===== config.mk =====
export PLATFORM = sky130hd
export DESIGN_NAME = periph_hub
export DESIGN_NICKNAME = d
export VERILOG_FILES = /design/src/verilog/periph_pkg.sv /design/src/verilog/mailbox_ram.sv /design/src/verilog/mbox_sequencer.sv /design/src/verilog/bit_timer.sv /design/src/verilog/spi_master.sv /design/src/verilog/uart_tx.sv /design/src/verilog/uart_rx.sv /design/src/verilog/periph_hub.sv
export VERILOG_INCLUDE_DIRS = /design/src /design/src/verilog
export SDC_FILE = /design/constraint.sdc
export NUM_CORES = 1
export LEC_CHECK = 0
export BUFFER_PORTS_ARGS = -buffer_cell sky130_fd_sc_hd__buf_2
export CAP_MARGIN = 30
export CORE_ASPECT_RATIO = 0.8
export CORE_UTILIZATION = 35
export CTS_CLUSTER_DIAMETER = 200
export DETAILED_ROUTE_END_ITERATION = 8
export PLACE_DENSITY_LB_ADDON = 0.12
export SLEW_MARGIN = 20
export SYNTH_ARGS = -nofsm -noshare
export SYNTH_HDL_FRONTEND = slang
export SYNTH_SLANG_ARGS = --single-unit

===== constraint.sdc =====
create_clock -name clk -period 4.3 [get_ports clk]
set_input_delay 0.215 -clock clk [delete_from_list [all_inputs] [get_ports clk]]
set_output_delay 0.215 -clock clk [all_outputs]
set_load 0.1 [all_outputs]

===== src/verilog/periph_config.svh =====
`ifndef PERIPH_CONFIG_SVH
`define PERIPH_CONFIG_SVH

`define MBOX_DEPTH      16

// Mailbox word addresses
`define SLOT_SPI_TXD    0
`define SLOT_SPI_CTRL   1
`define SLOT_SPI_STAT   2
`define SLOT_SPI_RXD    3
`define SLOT_UART_TXD   4
`define SLOT_UART_CTRL  5
`define SLOT_UART_STAT  6
`define SLOT_UART_RXD   7

`define CTRL_GO         0
`define SPI_DIV_HI      15      // Half-period of sck in clocks
`define SPI_DIV_LO      8
`define SPI_SEL_HI      17
`define SPI_SEL_LO      16
`define UART_DIV_HI     31      // Bit period in clocks
`define UART_DIV_LO     16

`define STAT_BUSY       0
`define STAT_CNT_HI     15
`define STAT_CNT_LO     8
`define STAT_RXCNT_HI   23      // UART only
`define STAT_RXCNT_LO   16

`endif


===== src/verilog/periph_pkg.sv =====
`include "periph_config.svh"

package periph_pkg;

	typedef logic [31:0] word_t;
	typedef logic [$clog2(`MBOX_DEPTH)-1:0] mbox_addr_t;
	typedef logic [7:0] byte_t;
	typedef logic [15:0] div_t;

	// One state per sweep step
	typedef enum logic [3:0] {
		S_SPI_TXD,
		S_SPI_CTRL,
		S_SPI_LAUNCH,
		S_SPI_STAT,
		S_SPI_RXD,
		S_UART_TXD,
		S_UART_CTRL,
		S_UART_LAUNCH,
		S_UART_STAT,
		S_UART_RXD
	} seq_state_t;

endpackage


===== src/verilog/mailbox_ram.sv =====
`include "periph_config.svh"

module mailbox_ram (
	input  logic                   clk,

	input  periph_pkg::mbox_addr_t i_host_addr,
	input  periph_pkg::word_t      i_host_wdata,
	input  logic                   i_host_we,
	output periph_pkg::word_t      o_host_rdata,

	input  periph_pkg::mbox_addr_t i_seq_addr,
	input  periph_pkg::word_t      i_seq_wdata,
	input  logic                   i_seq_we,
	output periph_pkg::word_t      o_seq_rdata
);
	import periph_pkg::*;

	word_t mem [`MBOX_DEPTH];
	logic  seq_wr_ok;

	assign seq_wr_ok = i_seq_we & ~(i_host_we & (i_host_addr == i_seq_addr));   // Host wins

	always_ff @(posedge clk) begin
		if (i_host_we) begin
			mem[i_host_addr] <= i_host_wdata;
		end
		if (seq_wr_ok) begin
			mem[i_seq_addr] <= i_seq_wdata;
		end
		o_host_rdata <= mem[i_host_addr];   // Old data on a same-cycle write
		o_seq_rdata  <= mem[i_seq_addr];
	end

endmodule


===== src/verilog/mbox_sequencer.sv =====
`include "periph_config.svh"

module mbox_sequencer (
	input  logic                   clk,
	input  logic                   nrst,

	output periph_pkg::mbox_addr_t o_mem_addr,
	output periph_pkg::word_t      o_mem_wdata,
	output logic                   o_mem_we,
	input  periph_pkg::word_t      i_mem_rdata,

	output logic                   o_spi_start,
	output periph_pkg::byte_t      o_spi_txd,
	output logic [1:0]             o_spi_sel,
	output periph_pkg::div_t       o_spi_div,
	input  logic                   i_spi_busy,
	input  periph_pkg::byte_t      i_spi_rxd,
	input  periph_pkg::byte_t      i_spi_count,

	output logic                   o_tx_start,
	output periph_pkg::byte_t      o_tx_byte,
	output periph_pkg::div_t       o_uart_div,
	input  logic                   i_tx_busy,
	input  periph_pkg::byte_t      i_tx_count,
	input  periph_pkg::byte_t      i_rx_byte,
	input  periph_pkg::byte_t      i_rx_count
);
	import periph_pkg::*;

	seq_state_t state;
	seq_state_t state_next;
	word_t      spi_stat;
	word_t      uart_stat;
	word_t      ctrl_done;
	logic       spi_launch;
	logic       uart_launch;

	assign ctrl_done = i_mem_rdata & ~(word_t'(1) << `CTRL_GO);

	// A pending start counts as busy so STAT never shows a gap
	always_comb begin
		spi_stat = '0;
		spi_stat[`STAT_BUSY] = i_spi_busy | o_spi_start;
		spi_stat[`STAT_CNT_HI:`STAT_CNT_LO] = i_spi_count;
		uart_stat = '0;
		uart_stat[`STAT_BUSY] = i_tx_busy | o_tx_start;
		uart_stat[`STAT_CNT_HI:`STAT_CNT_LO] = i_tx_count;
		uart_stat[`STAT_RXCNT_HI:`STAT_RXCNT_LO] = i_rx_count;
	end

	always_comb begin
		o_mem_addr  = '0;
		o_mem_wdata = '0;
		o_mem_we    = 1'b0;
		spi_launch  = 1'b0;
		uart_launch = 1'b0;
		state_next  = S_SPI_TXD;
		case (state)
			S_SPI_TXD: begin
				o_mem_addr = mbox_addr_t'(`SLOT_SPI_TXD);
				state_next = S_SPI_CTRL;
			end
			S_SPI_CTRL: begin
				o_mem_addr = mbox_addr_t'(`SLOT_SPI_CTRL);   // TXD word arrives now
				state_next = S_SPI_LAUNCH;
			end
			S_SPI_LAUNCH: begin
				spi_launch  = i_mem_rdata[`CTRL_GO] & ~i_spi_busy;
				o_mem_addr  = mbox_addr_t'(`SLOT_SPI_CTRL);
				o_mem_wdata = ctrl_done;
				o_mem_we    = spi_launch;
				state_next  = S_SPI_STAT;
			end
			S_SPI_STAT: begin
				o_mem_addr  = mbox_addr_t'(`SLOT_SPI_STAT);
				o_mem_wdata = spi_stat;
				o_mem_we    = 1'b1;
				state_next  = S_SPI_RXD;
			end
			S_SPI_RXD: begin
				o_mem_addr  = mbox_addr_t'(`SLOT_SPI_RXD);
				o_mem_wdata = word_t'(i_spi_rxd);
				o_mem_we    = 1'b1;
				state_next  = S_UART_TXD;
			end
			S_UART_TXD: begin
				o_mem_addr = mbox_addr_t'(`SLOT_UART_TXD);
				state_next = S_UART_CTRL;
			end
			S_UART_CTRL: begin
				o_mem_addr = mbox_addr_t'(`SLOT_UART_CTRL);
				state_next = S_UART_LAUNCH;
			end
			S_UART_LAUNCH: begin
				uart_launch = i_mem_rdata[`CTRL_GO] & ~i_tx_busy;
				o_mem_addr  = mbox_addr_t'(`SLOT_UART_CTRL);
				o_mem_wdata = ctrl_done;
				o_mem_we    = uart_launch;
				state_next  = S_UART_STAT;
			end
			S_UART_STAT: begin
				o_mem_addr  = mbox_addr_t'(`SLOT_UART_STAT);
				o_mem_wdata = uart_stat;
				o_mem_we    = 1'b1;
				state_next  = S_UART_RXD;
			end
			S_UART_RXD: begin
				o_mem_addr  = mbox_addr_t'(`SLOT_UART_RXD);
				o_mem_wdata = word_t'(i_rx_byte);
				o_mem_we    = 1'b1;
				state_next  = S_SPI_TXD;
			end
			default: begin
				state_next = S_SPI_TXD;
			end
		endcase
	end

	always_ff @(posedge clk or negedge nrst) begin
		if (!nrst) begin
			state       <= S_SPI_TXD;
			o_spi_start <= 1'b0;
			o_tx_start  <= 1'b0;
			o_spi_sel   <= '0;
			o_spi_div   <= '0;
			o_uart_div  <= '0;
		end else begin
			state       <= state_next;
			o_spi_start <= spi_launch;
			o_tx_start  <= uart_launch;
			if (spi_launch) begin
				o_spi_sel <= i_mem_rdata[`SPI_SEL_HI:`SPI_SEL_LO];
				o_spi_div <= div_t'(i_mem_rdata[`SPI_DIV_HI:`SPI_DIV_LO]);
			end
			if (uart_launch) begin
				o_uart_div <= i_mem_rdata[`UART_DIV_HI:`UART_DIV_LO];
			end
		end
	end

	always_ff @(posedge clk) begin
		if (state == S_SPI_CTRL) begin
			o_spi_txd <= i_mem_rdata[7:0];
		end
		if (state == S_UART_CTRL) begin
			o_tx_byte <= i_mem_rdata[7:0];
		end
	end

	a_we_states: assert property (@(posedge clk) disable iff (!nrst)
		o_mem_we |-> state inside {S_SPI_LAUNCH, S_SPI_STAT, S_SPI_RXD,
			S_UART_LAUNCH, S_UART_STAT, S_UART_RXD});

	// Engines must take every start that the sequencer issues
	a_spi_accept: assert property (@(posedge clk) disable iff (!nrst)
		o_spi_start |=> i_spi_busy);
	a_tx_accept: assert property (@(posedge clk) disable iff (!nrst)
		o_tx_start |=> i_tx_busy);

endmodule


===== src/verilog/bit_timer.sv =====
module bit_timer (
	input  logic             clk,
	input  logic             nrst,
	input  logic             i_spi_run,
	input  periph_pkg::div_t i_spi_div,
	output logic             o_spi_tick,
	input  logic             i_tx_run,
	input  periph_pkg::div_t i_tx_div,
	output logic             o_tx_tick,
	input  logic             i_rx_run,
	input  periph_pkg::div_t i_rx_div,
	output logic             o_rx_tick
);
	import periph_pkg::*;

	localparam logic [2:0] HALF_FIRST = 3'b100;   // Receive channel starts at mid-bit

	logic [2:0] run;
	div_t       div [3];

	assign run = {i_rx_run, i_tx_run, i_spi_run};
	assign div = '{i_spi_div, i_tx_div, i_rx_div};

	// Divisors below 2, or 4 on the receive channel, are not supported
	for (genvar g = 0; g < 3; g++) begin : g_chan
		div_t cnt;
		div_t first_lim;
		logic first;
		logic tick;

		assign first_lim = HALF_FIRST[g] ? (div[g] >> 1) : div[g];
		assign tick = run[g] & ~first & (cnt == '0);

		always_ff @(posedge clk or negedge nrst) begin
			if (!nrst) begin
				cnt   <= '0;
				first <= 1'b1;
			end else if (!run[g]) begin
				cnt   <= '0;
				first <= 1'b1;
			end else if (first) begin
				cnt   <= first_lim - div_t'(2);   // The run-rise cycle already counts
				first <= 1'b0;
			end else if (cnt == '0) begin
				cnt <= div[g] - div_t'(1);
			end else begin
				cnt <= cnt - div_t'(1);
			end
		end

		a_tick_single: assert property (@(posedge clk) disable iff (!nrst)
			tick |=> !tick);
	end

	assign o_spi_tick = g_chan[0].tick;
	assign o_tx_tick  = g_chan[1].tick;
	assign o_rx_tick  = g_chan[2].tick;

endmodule


===== src/verilog/spi_master.sv =====
module spi_master (
	input  logic              clk,
	input  logic              nrst,
	input  logic              i_start,
	input  periph_pkg::byte_t i_txd,
	input  logic [1:0]        i_sel,
	output logic              o_busy,
	output logic              o_run,
	input  logic              i_tick,
	output periph_pkg::byte_t o_rxd,
	output periph_pkg::byte_t o_count,
	output logic              o_sck,
	output logic              o_mosi,
	input  logic              i_miso,
	output logic [3:0]        o_ss
);
	import periph_pkg::*;

	byte_t      shift;
	logic [3:0] edge_cnt;   // Half-periods done
	logic       miso_bit;
	logic       last_edge;

	assign o_run     = o_busy;
	assign o_mosi    = shift[7];   // MSB first
	assign last_edge = (edge_cnt == 4'd15);

	always_ff @(posedge clk or negedge nrst) begin
		if (!nrst) begin
			o_busy   <= 1'b0;
			o_sck    <= 1'b0;
			o_ss     <= 4'hf;
			edge_cnt <= '0;
			o_count  <= '0;
		end else if (!o_busy) begin
			if (i_start) begin
				o_busy   <= 1'b1;
				o_ss     <= ~(4'b0001 << i_sel);
				edge_cnt <= '0;
			end
		end else if (i_tick) begin
			o_sck    <= ~o_sck;
			edge_cnt <= edge_cnt + 4'd1;
			if (last_edge) begin
				o_busy  <= 1'b0;
				o_ss    <= 4'hf;
				o_count <= o_count + 8'd1;
			end
		end
	end

	always_ff @(posedge clk) begin
		if (!o_busy && i_start) begin
			shift <= i_txd;
		end else if (o_busy && i_tick) begin
			if (!o_sck) begin
				miso_bit <= i_miso;   // Rising sck
			end else begin
				shift <= {shift[6:0], miso_bit};
			end
			if (last_edge) begin
				o_rxd <= {shift[6:0], miso_bit};
			end
		end
	end

	a_ss_idle: assert property (@(posedge clk) disable iff (!nrst)
		!o_busy |-> (o_ss == 4'hf));

endmodule


===== src/verilog/uart_tx.sv =====
module uart_tx (
	input  logic              clk,
	input  logic              nrst,
	input  logic              i_start,
	input  periph_pkg::byte_t i_byte,
	output logic              o_busy,
	output logic              o_run,
	input  logic              i_tick,
	output periph_pkg::byte_t o_count,
	output logic              o_txd
);
	logic [8:0] shift;     // Stop bit above the data
	logic [3:0] bit_cnt;

	assign o_run = o_busy;

	always_ff @(posedge clk or negedge nrst) begin
		if (!nrst) begin
			o_busy  <= 1'b0;
			o_txd   <= 1'b1;
			bit_cnt <= '0;
			o_count <= '0;
		end else if (!o_busy) begin
			if (i_start) begin
				o_busy  <= 1'b1;
				o_txd   <= 1'b0;   // Start bit
				bit_cnt <= '0;
			end
		end else if (i_tick) begin
			if (bit_cnt == 4'd9) begin
				o_busy  <= 1'b0;
				o_count <= o_count + 8'd1;
			end else begin
				o_txd   <= shift[0];
				bit_cnt <= bit_cnt + 4'd1;
			end
		end
	end

	always_ff @(posedge clk) begin
		if (!o_busy && i_start) begin
			shift <= {1'b1, i_byte};
		end else if (o_busy && i_tick) begin
			shift <= {1'b1, shift[8:1]};
		end
	end

endmodule


===== src/verilog/uart_rx.sv =====
module uart_rx (
	input  logic              clk,
	input  logic              nrst,
	input  logic              i_rxd,
	output logic              o_run,
	input  logic              i_tick,
	output periph_pkg::byte_t o_byte,
	output periph_pkg::byte_t o_count
);
	import periph_pkg::*;

	logic       rxd_meta;
	logic       rxd_sync;
	logic       rxd_prev;
	logic       active;
	logic [3:0] bit_cnt;   // 0 start, 1-8 data, 9 stop
	byte_t      shift;

	assign o_run = active;

	always_ff @(posedge clk or negedge nrst) begin
		if (!nrst) begin
			rxd_meta <= 1'b1;
			rxd_sync <= 1'b1;
			rxd_prev <= 1'b1;
			active   <= 1'b0;
			bit_cnt  <= '0;
			o_count  <= '0;
		end else begin
			rxd_meta <= i_rxd;
			rxd_sync <= rxd_meta;
			rxd_prev <= rxd_sync;
			if (!active) begin
				if (rxd_prev && !rxd_sync) begin
					active  <= 1'b1;
					bit_cnt <= '0;
				end
			end else if (i_tick) begin
				if (bit_cnt == 4'd0) begin
					if (rxd_sync) begin
						active <= 1'b0;   // Glitch, not a start bit
					end else begin
						bit_cnt <= 4'd1;
					end
				end else if (bit_cnt == 4'd9) begin
					active <= 1'b0;
					if (rxd_sync) begin
						o_count <= o_count + 8'd1;
					end
				end else begin
					bit_cnt <= bit_cnt + 4'd1;
				end
			end
		end
	end

	always_ff @(posedge clk) begin
		if (active && i_tick) begin
			if (bit_cnt != 4'd0 && bit_cnt != 4'd9) begin
				shift <= {rxd_sync, shift[7:1]};   // LSB first
			end
			if (bit_cnt == 4'd9 && rxd_sync) begin
				o_byte <= shift;
			end
		end
	end

endmodule


===== src/verilog/periph_hub.sv =====
module periph_hub (
	input  logic                   clk,
	input  logic                   nrst,
	input  periph_pkg::mbox_addr_t i_host_addr,
	input  periph_pkg::word_t      i_host_wdata,
	input  logic                   i_host_we,
	output periph_pkg::word_t      o_host_rdata,
	output logic                   o_sck,
	output logic                   o_mosi,
	input  logic                   i_miso,
	output logic [3:0]             o_ss,
	output logic                   o_uart_txd,
	input  logic                   i_uart_rxd
);
	import periph_pkg::*;

	mbox_addr_t seq_addr;
	word_t      seq_wdata;
	word_t      seq_rdata;
	logic       seq_we;

	logic       spi_start;
	logic       spi_busy;
	logic       spi_run;
	logic       spi_tick;
	logic [1:0] spi_sel;
	byte_t      spi_txd;
	byte_t      spi_rxd;
	byte_t      spi_count;
	div_t       spi_div;

	logic       tx_start;
	logic       tx_busy;
	logic       tx_run;
	logic       tx_tick;
	byte_t      tx_byte;
	byte_t      tx_count;
	div_t       uart_div;

	logic       rx_run;
	logic       rx_tick;
	byte_t      rx_byte;
	byte_t      rx_count;

	mailbox_ram mailbox_ram_inst (
		.clk(clk),
		.i_host_addr(i_host_addr), .i_host_wdata(i_host_wdata),
		.i_host_we(i_host_we), .o_host_rdata(o_host_rdata),
		.i_seq_addr(seq_addr), .i_seq_wdata(seq_wdata),
		.i_seq_we(seq_we), .o_seq_rdata(seq_rdata)
	);

	mbox_sequencer mbox_sequencer_inst (
		.clk(clk), .nrst(nrst),
		.o_mem_addr(seq_addr), .o_mem_wdata(seq_wdata),
		.o_mem_we(seq_we), .i_mem_rdata(seq_rdata),
		.o_spi_start(spi_start), .o_spi_txd(spi_txd), .o_spi_sel(spi_sel),
		.o_spi_div(spi_div), .i_spi_busy(spi_busy), .i_spi_rxd(spi_rxd),
		.i_spi_count(spi_count),
		.o_tx_start(tx_start), .o_tx_byte(tx_byte), .o_uart_div(uart_div),
		.i_tx_busy(tx_busy), .i_tx_count(tx_count),
		.i_rx_byte(rx_byte), .i_rx_count(rx_count)
	);

	bit_timer bit_timer_inst (
		.clk(clk), .nrst(nrst),
		.i_spi_run(spi_run), .i_spi_div(spi_div), .o_spi_tick(spi_tick),
		.i_tx_run(tx_run), .i_tx_div(uart_div), .o_tx_tick(tx_tick),
		.i_rx_run(rx_run), .i_rx_div(uart_div), .o_rx_tick(rx_tick)
	);

	spi_master spi_master_inst (
		.clk(clk), .nrst(nrst),
		.i_start(spi_start), .i_txd(spi_txd), .i_sel(spi_sel),
		.o_busy(spi_busy), .o_run(spi_run), .i_tick(spi_tick),
		.o_rxd(spi_rxd), .o_count(spi_count),
		.o_sck(o_sck), .o_mosi(o_mosi), .i_miso(i_miso), .o_ss(o_ss)
	);

	uart_tx uart_tx_inst (
		.clk(clk), .nrst(nrst),
		.i_start(tx_start), .i_byte(tx_byte),
		.o_busy(tx_busy), .o_run(tx_run), .i_tick(tx_tick),
		.o_count(tx_count), .o_txd(o_uart_txd)
	);

	uart_rx uart_rx_inst (
		.clk(clk), .nrst(nrst),
		.i_rxd(i_uart_rxd), .o_run(rx_run), .i_tick(rx_tick),
		.o_byte(rx_byte), .o_count(rx_count)
	);

endmodule


==> results.cfg, run 1 <==
[yosys]
synth_top_cell_area_share_pct = 48.72
synth_fp_nets = 2512
synth_area_leader_cell = edfxtp_1
async_flop_share_pct = 17.15
postSynthCellCount = 2448
syn-cell-area_um2 = 35070
synthTopCellsByArea = edfxtp_1 (49%), mux4_2 (10%), dfrtp_1 (8.6%), dfxtp_1 (3.7%), mux2_2 (2.9%)
seq_area_frac_synth_pct = 61.75
ys_seq_elements = 764
syn_avg_cell_area_um2 = 14.33
synth_ff_type = edfxtp_1
synth_edf_count = 569
yosys_warnings = 0
synth.distinct_cells = 75

[layout]
ff_latch_area_um2 = 21660
syn_to_final_growth_pct = 14.97
multiInputGateArea_um2 = 12520
fillerInstances = 9058
drive_gt1_share_pct = 23.75
nNetsFinal = 2574

[run_status]
status = finished, violations left
violations = DRC

[critical_path]
arrival_ns = 4.07
path_class = register to register
worstRegToRegCells = 8
timing.rr.start = mbox_sequencer_inst.state[3]
cp.required_ns = 4.80
end_kind = register
reg2reg_setup_slack_ns = 0.72
crit_path_max_fanout = 50
endpoint = mailbox_ram_inst.o_seq_rdata[9]
critPathLaunchType = register
startpoint = mbox_sequencer_inst.state[3]
reg2reg_to = mailbox_ram_inst.o_seq_rdata[9]

[floorplanning]
initial_core_util_pct = 35.44
die_area_um2 = 101500
num_io_pins = 80
die_h_um = 285.1
core_area_um2 = 98970
rows = 103
die_w_um = 355.9

[clock_tree]
htree_levels = 3
cts-root-buf = clkbuf_16
cts_buffers = 81
clock_latency_ns = 0.65
clk_pin_slew_ns = 0.06
cts.sink_count = 764
cts_tree = done
cts_hold_buf = 35
ctsResizeCount = 0
postCtsSetupBuffers = 0
clock_path_buffers = 3

[sta]
rsz0062_at_grt = false
min_period_ns = 3.576
fin_skew_ns = 0.02392
hold_slack_ns = 0.1429
relSlewSlack_pct = 32.17
max_freq_mhz = 279.6
fin_tns_setup_ns = 0
finalWorstSetupSlack_ns = 0.7239
drv_slew = 0
hold_viol = 0
finalCritPeriodShare_pct = 83.16
setup_viol = 0
worst_pin_slew_ns = 1.017

[grt]
grt_max_degree = 61
antenna_found_initial = 4
grt_usage_pct = 20.03
grt_pass1_wl_mm = 150.5
grt_pass1_vias = 21930
overflow = 0

[placement]
port_buffers = 79
place_hpwl_mm = 66.84
gp_congestion = 0.8333
dp_slack_ns = 0.8483

[power]
power_w = 0.01724
peakVddDrop_uv = 293.9
p_per_area_nw_per_um2 = 427.6
leakage_nw = 14.07

[hold_path]
holdCritPathClass = input port to async pin

[routing]
viasPerCell = 5.493
dr.first_iter.drc_count = 1984
wirelength_mm = 101.3
first_pass_iters = 7
vias = 21370
drc_errors = 7
wl_per_cell_um = 26.03
ant_nets = 0

[flow_run]
maxCapViolCount = 0
stage by stage:
stage          util, %  area (um^2)  std cells
6_report         40.74        40320       3890
5_1_grt          40.74        40320       3890
4_1_cts          40.70        40290       3887
3_5_place_dp     37.59        37200       3702
3_3_place_gp     37.41        37020       3693
2_1_floorplan        -        35070       2448
worst min path at each step:
| stage | to | slack (ns) | startpoint | depth (start not counted) |
|---|---|---|---|---|
| 2_1_floorplan | bit_timer_inst.g_chan[0].cnt[0] | -0.08 | nrst | 0 |
| 4_1_cts | mailbox_ram_inst.o_host_rdata[1] | 0.14 | i_host_addr[3] | 2 |
| 3_3_place_gp | bit_timer_inst.g_chan[0].cnt[15] | 0.24 | nrst | 1 |
| 5_1_grt | mailbox_ram_inst.o_host_rdata[4] | 0.17 | i_host_addr[3] | 2 |
| 6_report | bit_timer_inst.g_chan[0].cnt[15] | 0.14 | nrst | 2 |
| 3_5_place_dp | bit_timer_inst.g_chan[0].cnt[15] | 0.24 | nrst | 1 |
synthesized netlist by cell type (45+ instances only):
cell	number
inv_1	48
mux2_2	91
and2_1	73
nand2_1	203
a21oi_1	108
nor2_1	85
a221oi_1	46
xor2_1	45
xnor2_1	53
mux4_2	160
dfxtp_1	64
mux2i_1	91
clkbuf_1	175
o21ai_0	69
dfrtp_1	120
edfxtp_1	569
worst max-delay path, cell delays in order, from the launching register on:
cell      delay, ns
dfrtp_1        0.74
nor2b_1        0.22
a211oi_4       0.33
buf_4          0.36
buf_4          0.67
nor2_4         0.01
buf_4          0.37
a221oi_1       0.39
a21oi_1        0.12
state kept, by name, summed over array words and instances (netlist names), 8 cells and up:
signal / cells
uart_rx_inst.shift: 8
spi_master_inst.o_rxd: 8
uart_rx_inst.o_count: 8
uart_tx_inst.shift: 8
bit_timer_inst.g_chan.cnt: 48
mailbox_ram_inst.o_seq_rdata: 32
spi_master_inst.shift: 8
uart_tx_inst.o_count: 8
mbox_sequencer_inst.o_spi_div: 8
mbox_sequencer_inst.o_tx_byte: 8
mbox_sequencer_inst.o_spi_txd: 8
mbox_sequencer_inst.o_uart_div: 16
spi_master_inst.o_count: 8
mailbox_ram_inst.o_host_rdata: 32
mailbox_ram_inst.mem: 512
uart_rx_inst.o_byte: 8
layer usage:
| metal | routed length (um) | global-route usage, % | vias to the layer above | part of all wire (%) |
|---|---|---|---|---|
| met5 | 0 | 0 | - | 0 |
| met4 | 2198 | 5.150 | 0 | 2.2 |
| met3 | 4917 | 2.618 | 134 | 4.9 |
| met2 | 47400 | 31.76 | 635 | 47 |
| met1 | 46750 | 28.96 | 11090 | 46 |
| li1 | - | - | 9509 | - |
cell type report:
type	instances	share of cell area (%)
diodes	1	0.006206
clock buffers	117	5.815
clock inverters	33	0.9650
inverters	52	0.4840
multi-input cells	1412	31.04
flip-flops and latches	764	53.71
well taps	1312	4.071
repair buffers	199	3.903
power breakdown:
part	switching [W]	total [W]	internal (W)	leakage (nW)
Clock	0.00300	0.00723	0.00423	1.35
Sequential	0.000215	0.00841	0.00819	7.44
Combinational	0.00101	0.00160	0.000597	5.28
Total	0.00422	0.0172	0.0130	14.1
cells by family (layout without fill, tap and decap cells):
kind of cell	Yosys count	after routing	share of synthesized area (%)
adder cells (fa/ha/maj)	23	23	0.8205
AO/OA/AOI/OAI	359	359	6.996
other	0	1	0
XOR/XNOR	100	100	2.572
buffers and inverters	272	401	3.107
flip-flops	764	764	61.75
AND/OR/NAND/NOR	572	572	8.273
multiplexers	358	358	16.48
cells in the final DEF (no fill, tap or decap), types with 73 or more instances in the layout:
cell       instances
a21oi_1          107
and2_1            73
buf_2             76
buf_4             73
clkbuf_16         83
dfrtp_1          120
edfxtp_1         569
mux2_2            91
mux2i_1           91
mux4_2           160
nand2_1          203
nor2_1            78
Power figures use the tool's default switching activity.
==> run 2, diff against run 1 <==
- ABC_AREA: unset -> 1
- clock period: 4.3 -> 3 ns (I/O delays scaled with it)
==> run 2 against run 1 <==
  * Sequential cell count unchanged
  * The run now ends clean
  * Global-route usage is 2.9 points higher
  * Critical path depth up 4
  * Count of clock-buffer cells in the layout increased by 3
  * Sequential power up 43%
  * Routed wire length is 18% higher
==> results.cfg, run 2 <==
[clock_tree]
cts.sink_count = 764
ctsResizeCount = 0
clock_latency_ns = 0.67
clock_path_buffers = 3
cts_buffers = 86
htree_levels = 3
cts-root-buf = clkbuf_16
cts_tree = done
clk_pin_slew_ns = 0.06

[sta]
fin_skew_ns = 0.03575
rsz0062_at_grt = false
relSlewSlack_pct = 36.51
max_freq_mhz = 372.3
fin_tns_setup_ns = 0
min_period_ns = 2.686
finalWorstSetupSlack_ns = 0.3139
setup_viol = 0
worst_pin_slew_ns = 0.9523
finalCritPeriodShare_pct = 89.54
drv_slew = 0
hold_viol = 0

[yosys]
syn_avg_cell_area_um2 = 9.624
synth_area_leader_cell = edfxtp_1
synth.distinct_cells = 38
synth_most_common_cell = nand2_1
synthTopCellsByArea = edfxtp_1 (48%), nand2_1 (11%), dfrtp_1 (8.4%), a22oi_1 (5.4%), nand3_1 (4.8%)
postSynthCellCount = 3713
async_flop_share_pct = 17.15
synth_ff_type = edfxtp_1
syn-cell-area_um2 = 35730
yosys_warnings = 0
synth_top_cell_area_share_pct = 47.82
synth_common_cells = nand2_1 (1071), edfxtp_1 (569), nand3_1 (346)
synth_fp_nets = 3777
ys_seq_elements = 764
seq_area_frac_synth_pct = 60.61
synth_edf_count = 569

[layout]
nNetsFinal = 3786
antennaDiodeCount = 0
syn_to_final_growth_pct = 14.77
largest_reg_flops = 512
regMostFlops = mailbox_ram_inst.mem
drive_gt1_share_pct = 9.280
layout_common_cells = nand2_1 (1069), edfxtp_1 (569), nand3_1 (343), inv_1 (269), a22oi_1 (259)
layout_commonest_cell = nand2_1
largest_registers = mailbox_ram_inst.mem (512), bit_timer_inst.g_chan.cnt (48)
final_area_um2 = 41010

[routing]
viasPerCell = 5.388
ant_nets = 0
drc_errors = 0
wirelength_mm = 119.8
dr.first_iter.drc_count = 2927
wl_per_cell_um = 23.40
first_pass_iters = 6
vias = 27580

[floorplanning]
die_area_um2 = 103400
num_io_pins = 80
initial_core_util_pct = 35.43
rows = 104
die_w_um = 359.2
die_h_um = 287.8
core_area_um2 = 100800

[grt]
grt_max_degree = 129
antenna_found_initial = 4
overflow = 0
grt_pass1_wl_mm = 177.3
grt_usage_pct = 22.96
grt_pass1_vias = 26070

[hold_path]
holdCritPathClass = input port to async pin

[placement]
place_hpwl_mm = 71.38
postPlaceCellArea_um2 = 37830
port_buffers = 79
dp_slack_ns = 0.3746
gp_congestion = 0.8642

[critical_path]
timing.rr.start = mbox_sequencer_inst.state[1]
critical-path-slowest-cell = buf_4
reg2reg_setup_slack_ns = 0.31
arrival_ns = 3.21
cp.required_ns = 3.52
path_class = register to register
crit_path_max_fanout = 80
critPathLaunchType = register
crit_path_frequent_cell = nand2_1
slowest_delay_ns = 0.73
crit_chain = inv_2 > nand2_1 > nand2_1 > inv_1 > nor2_1 > nand2_4 > nand2_1 > nand2_1 > nand2_4 > buf_4 > nand4_1 > nand2_1
reg2reg_to = mailbox_ram_inst.mem[5][13]
end_kind = register
worstRegToRegCells = 12
startpoint = mbox_sequencer_inst.state[1]

[flow_run]
maxCapViolCount = 0

[power]
leakage_nw = 16.60
power_w = 0.02505
peakVddDrop_uv = 410.0
p_per_area_nw_per_um2 = 610.7

[run_status]
status = finished, final reports clean
run 2: layout make-up:
class	count	area (um^2)
clock buffers	120	2391
flip-flops and latches	764	21660
multi-input cells	2389	12130
fillers	9827	59840
repair buffers	196	1655
inverters	285	1077
well taps	1325	1658
clock inverters	39	436.7
run 2: worst max path at each step:
| stage | to | slack [ns] | cells past startpoint |
|---|---|---|---|
| after floorplan | mailbox_ram_inst.mem[6][0] | -0.04 | 7 |
| after global placement | mailbox_ram_inst.mem[5][1] | 0.38 | 12 |
| after detailed placement | mailbox_ram_inst.mem[2][11] | 0.37 | 12 |
| after CTS | mailbox_ram_inst.mem[2][10] | 0.34 | 12 |
| after global routing | mailbox_ram_inst.mem[1][2] | 0.1 | 12 |
| final | mailbox_ram_inst.mem[5][13] | 0.31 | 12 |
run 2: metrics by stage:
stage	instances	util, %	hold slack, ns
final	5118	40.67	0.1169
after global routing	5118	40.67	0.1508
after CTS	5118	40.67	0.1311
after detailed placement	4924	37.51	0.2568
after global placement	4924	37.51	0.2496
after floorplan	3713	-	-0.1456
run 2: metal layers:
layer | vias to the layer above | part of all wire, % | wire (um) | track usage [%]
met4 | 2 | 2.4 | 2907 | 6.363
li1 | 12890 | - | - | -
met1 | 13430 | 48 | 57770 | 34.54
met5 | - | 0.011 | 13 | 0
met2 | 1085 | 41 | 49490 | 33.21
met3 | 175 | 8.0 | 9592 | 4.625
run 2: cell families after synthesis:
group	after synthesis	share of synthesized area [%]
and+or+nand+nor	1845	22.40
AOI/OAI and AO/OA	449	8.295
adders and majority gates	23	0.8054
muxes	1	0.02801
buffers and inverters	560	6.121
xor gates and xnor gates	71	1.740
DFF	764	60.61
run 2: what timing repair did:
| action | 4_1_cts | 5_1_grt |
|---|---|---|
| hold endpoints to repair | 485 | 0 |
| setup buffers | 0 | 0 |
| hold buffers | 35 | 0 |
run 2: report_power, final:
part           switching (W)  internal [W]  leakage (nW)  total (W)
clock network        0.00447       0.00620          1.38     0.0107
logic                0.00174      0.000657          7.78    0.00240
registers           0.000248        0.0117          7.44     0.0120
run 2: critical path, delay by kind of cell, from the launching register on:
| family | cells | cell delay, ns |
|---|---|---|
| buf+inv | 3 | 0.89 |
| flops | 1 | 0.44 |
| simple gates | 9 | 1.13 |
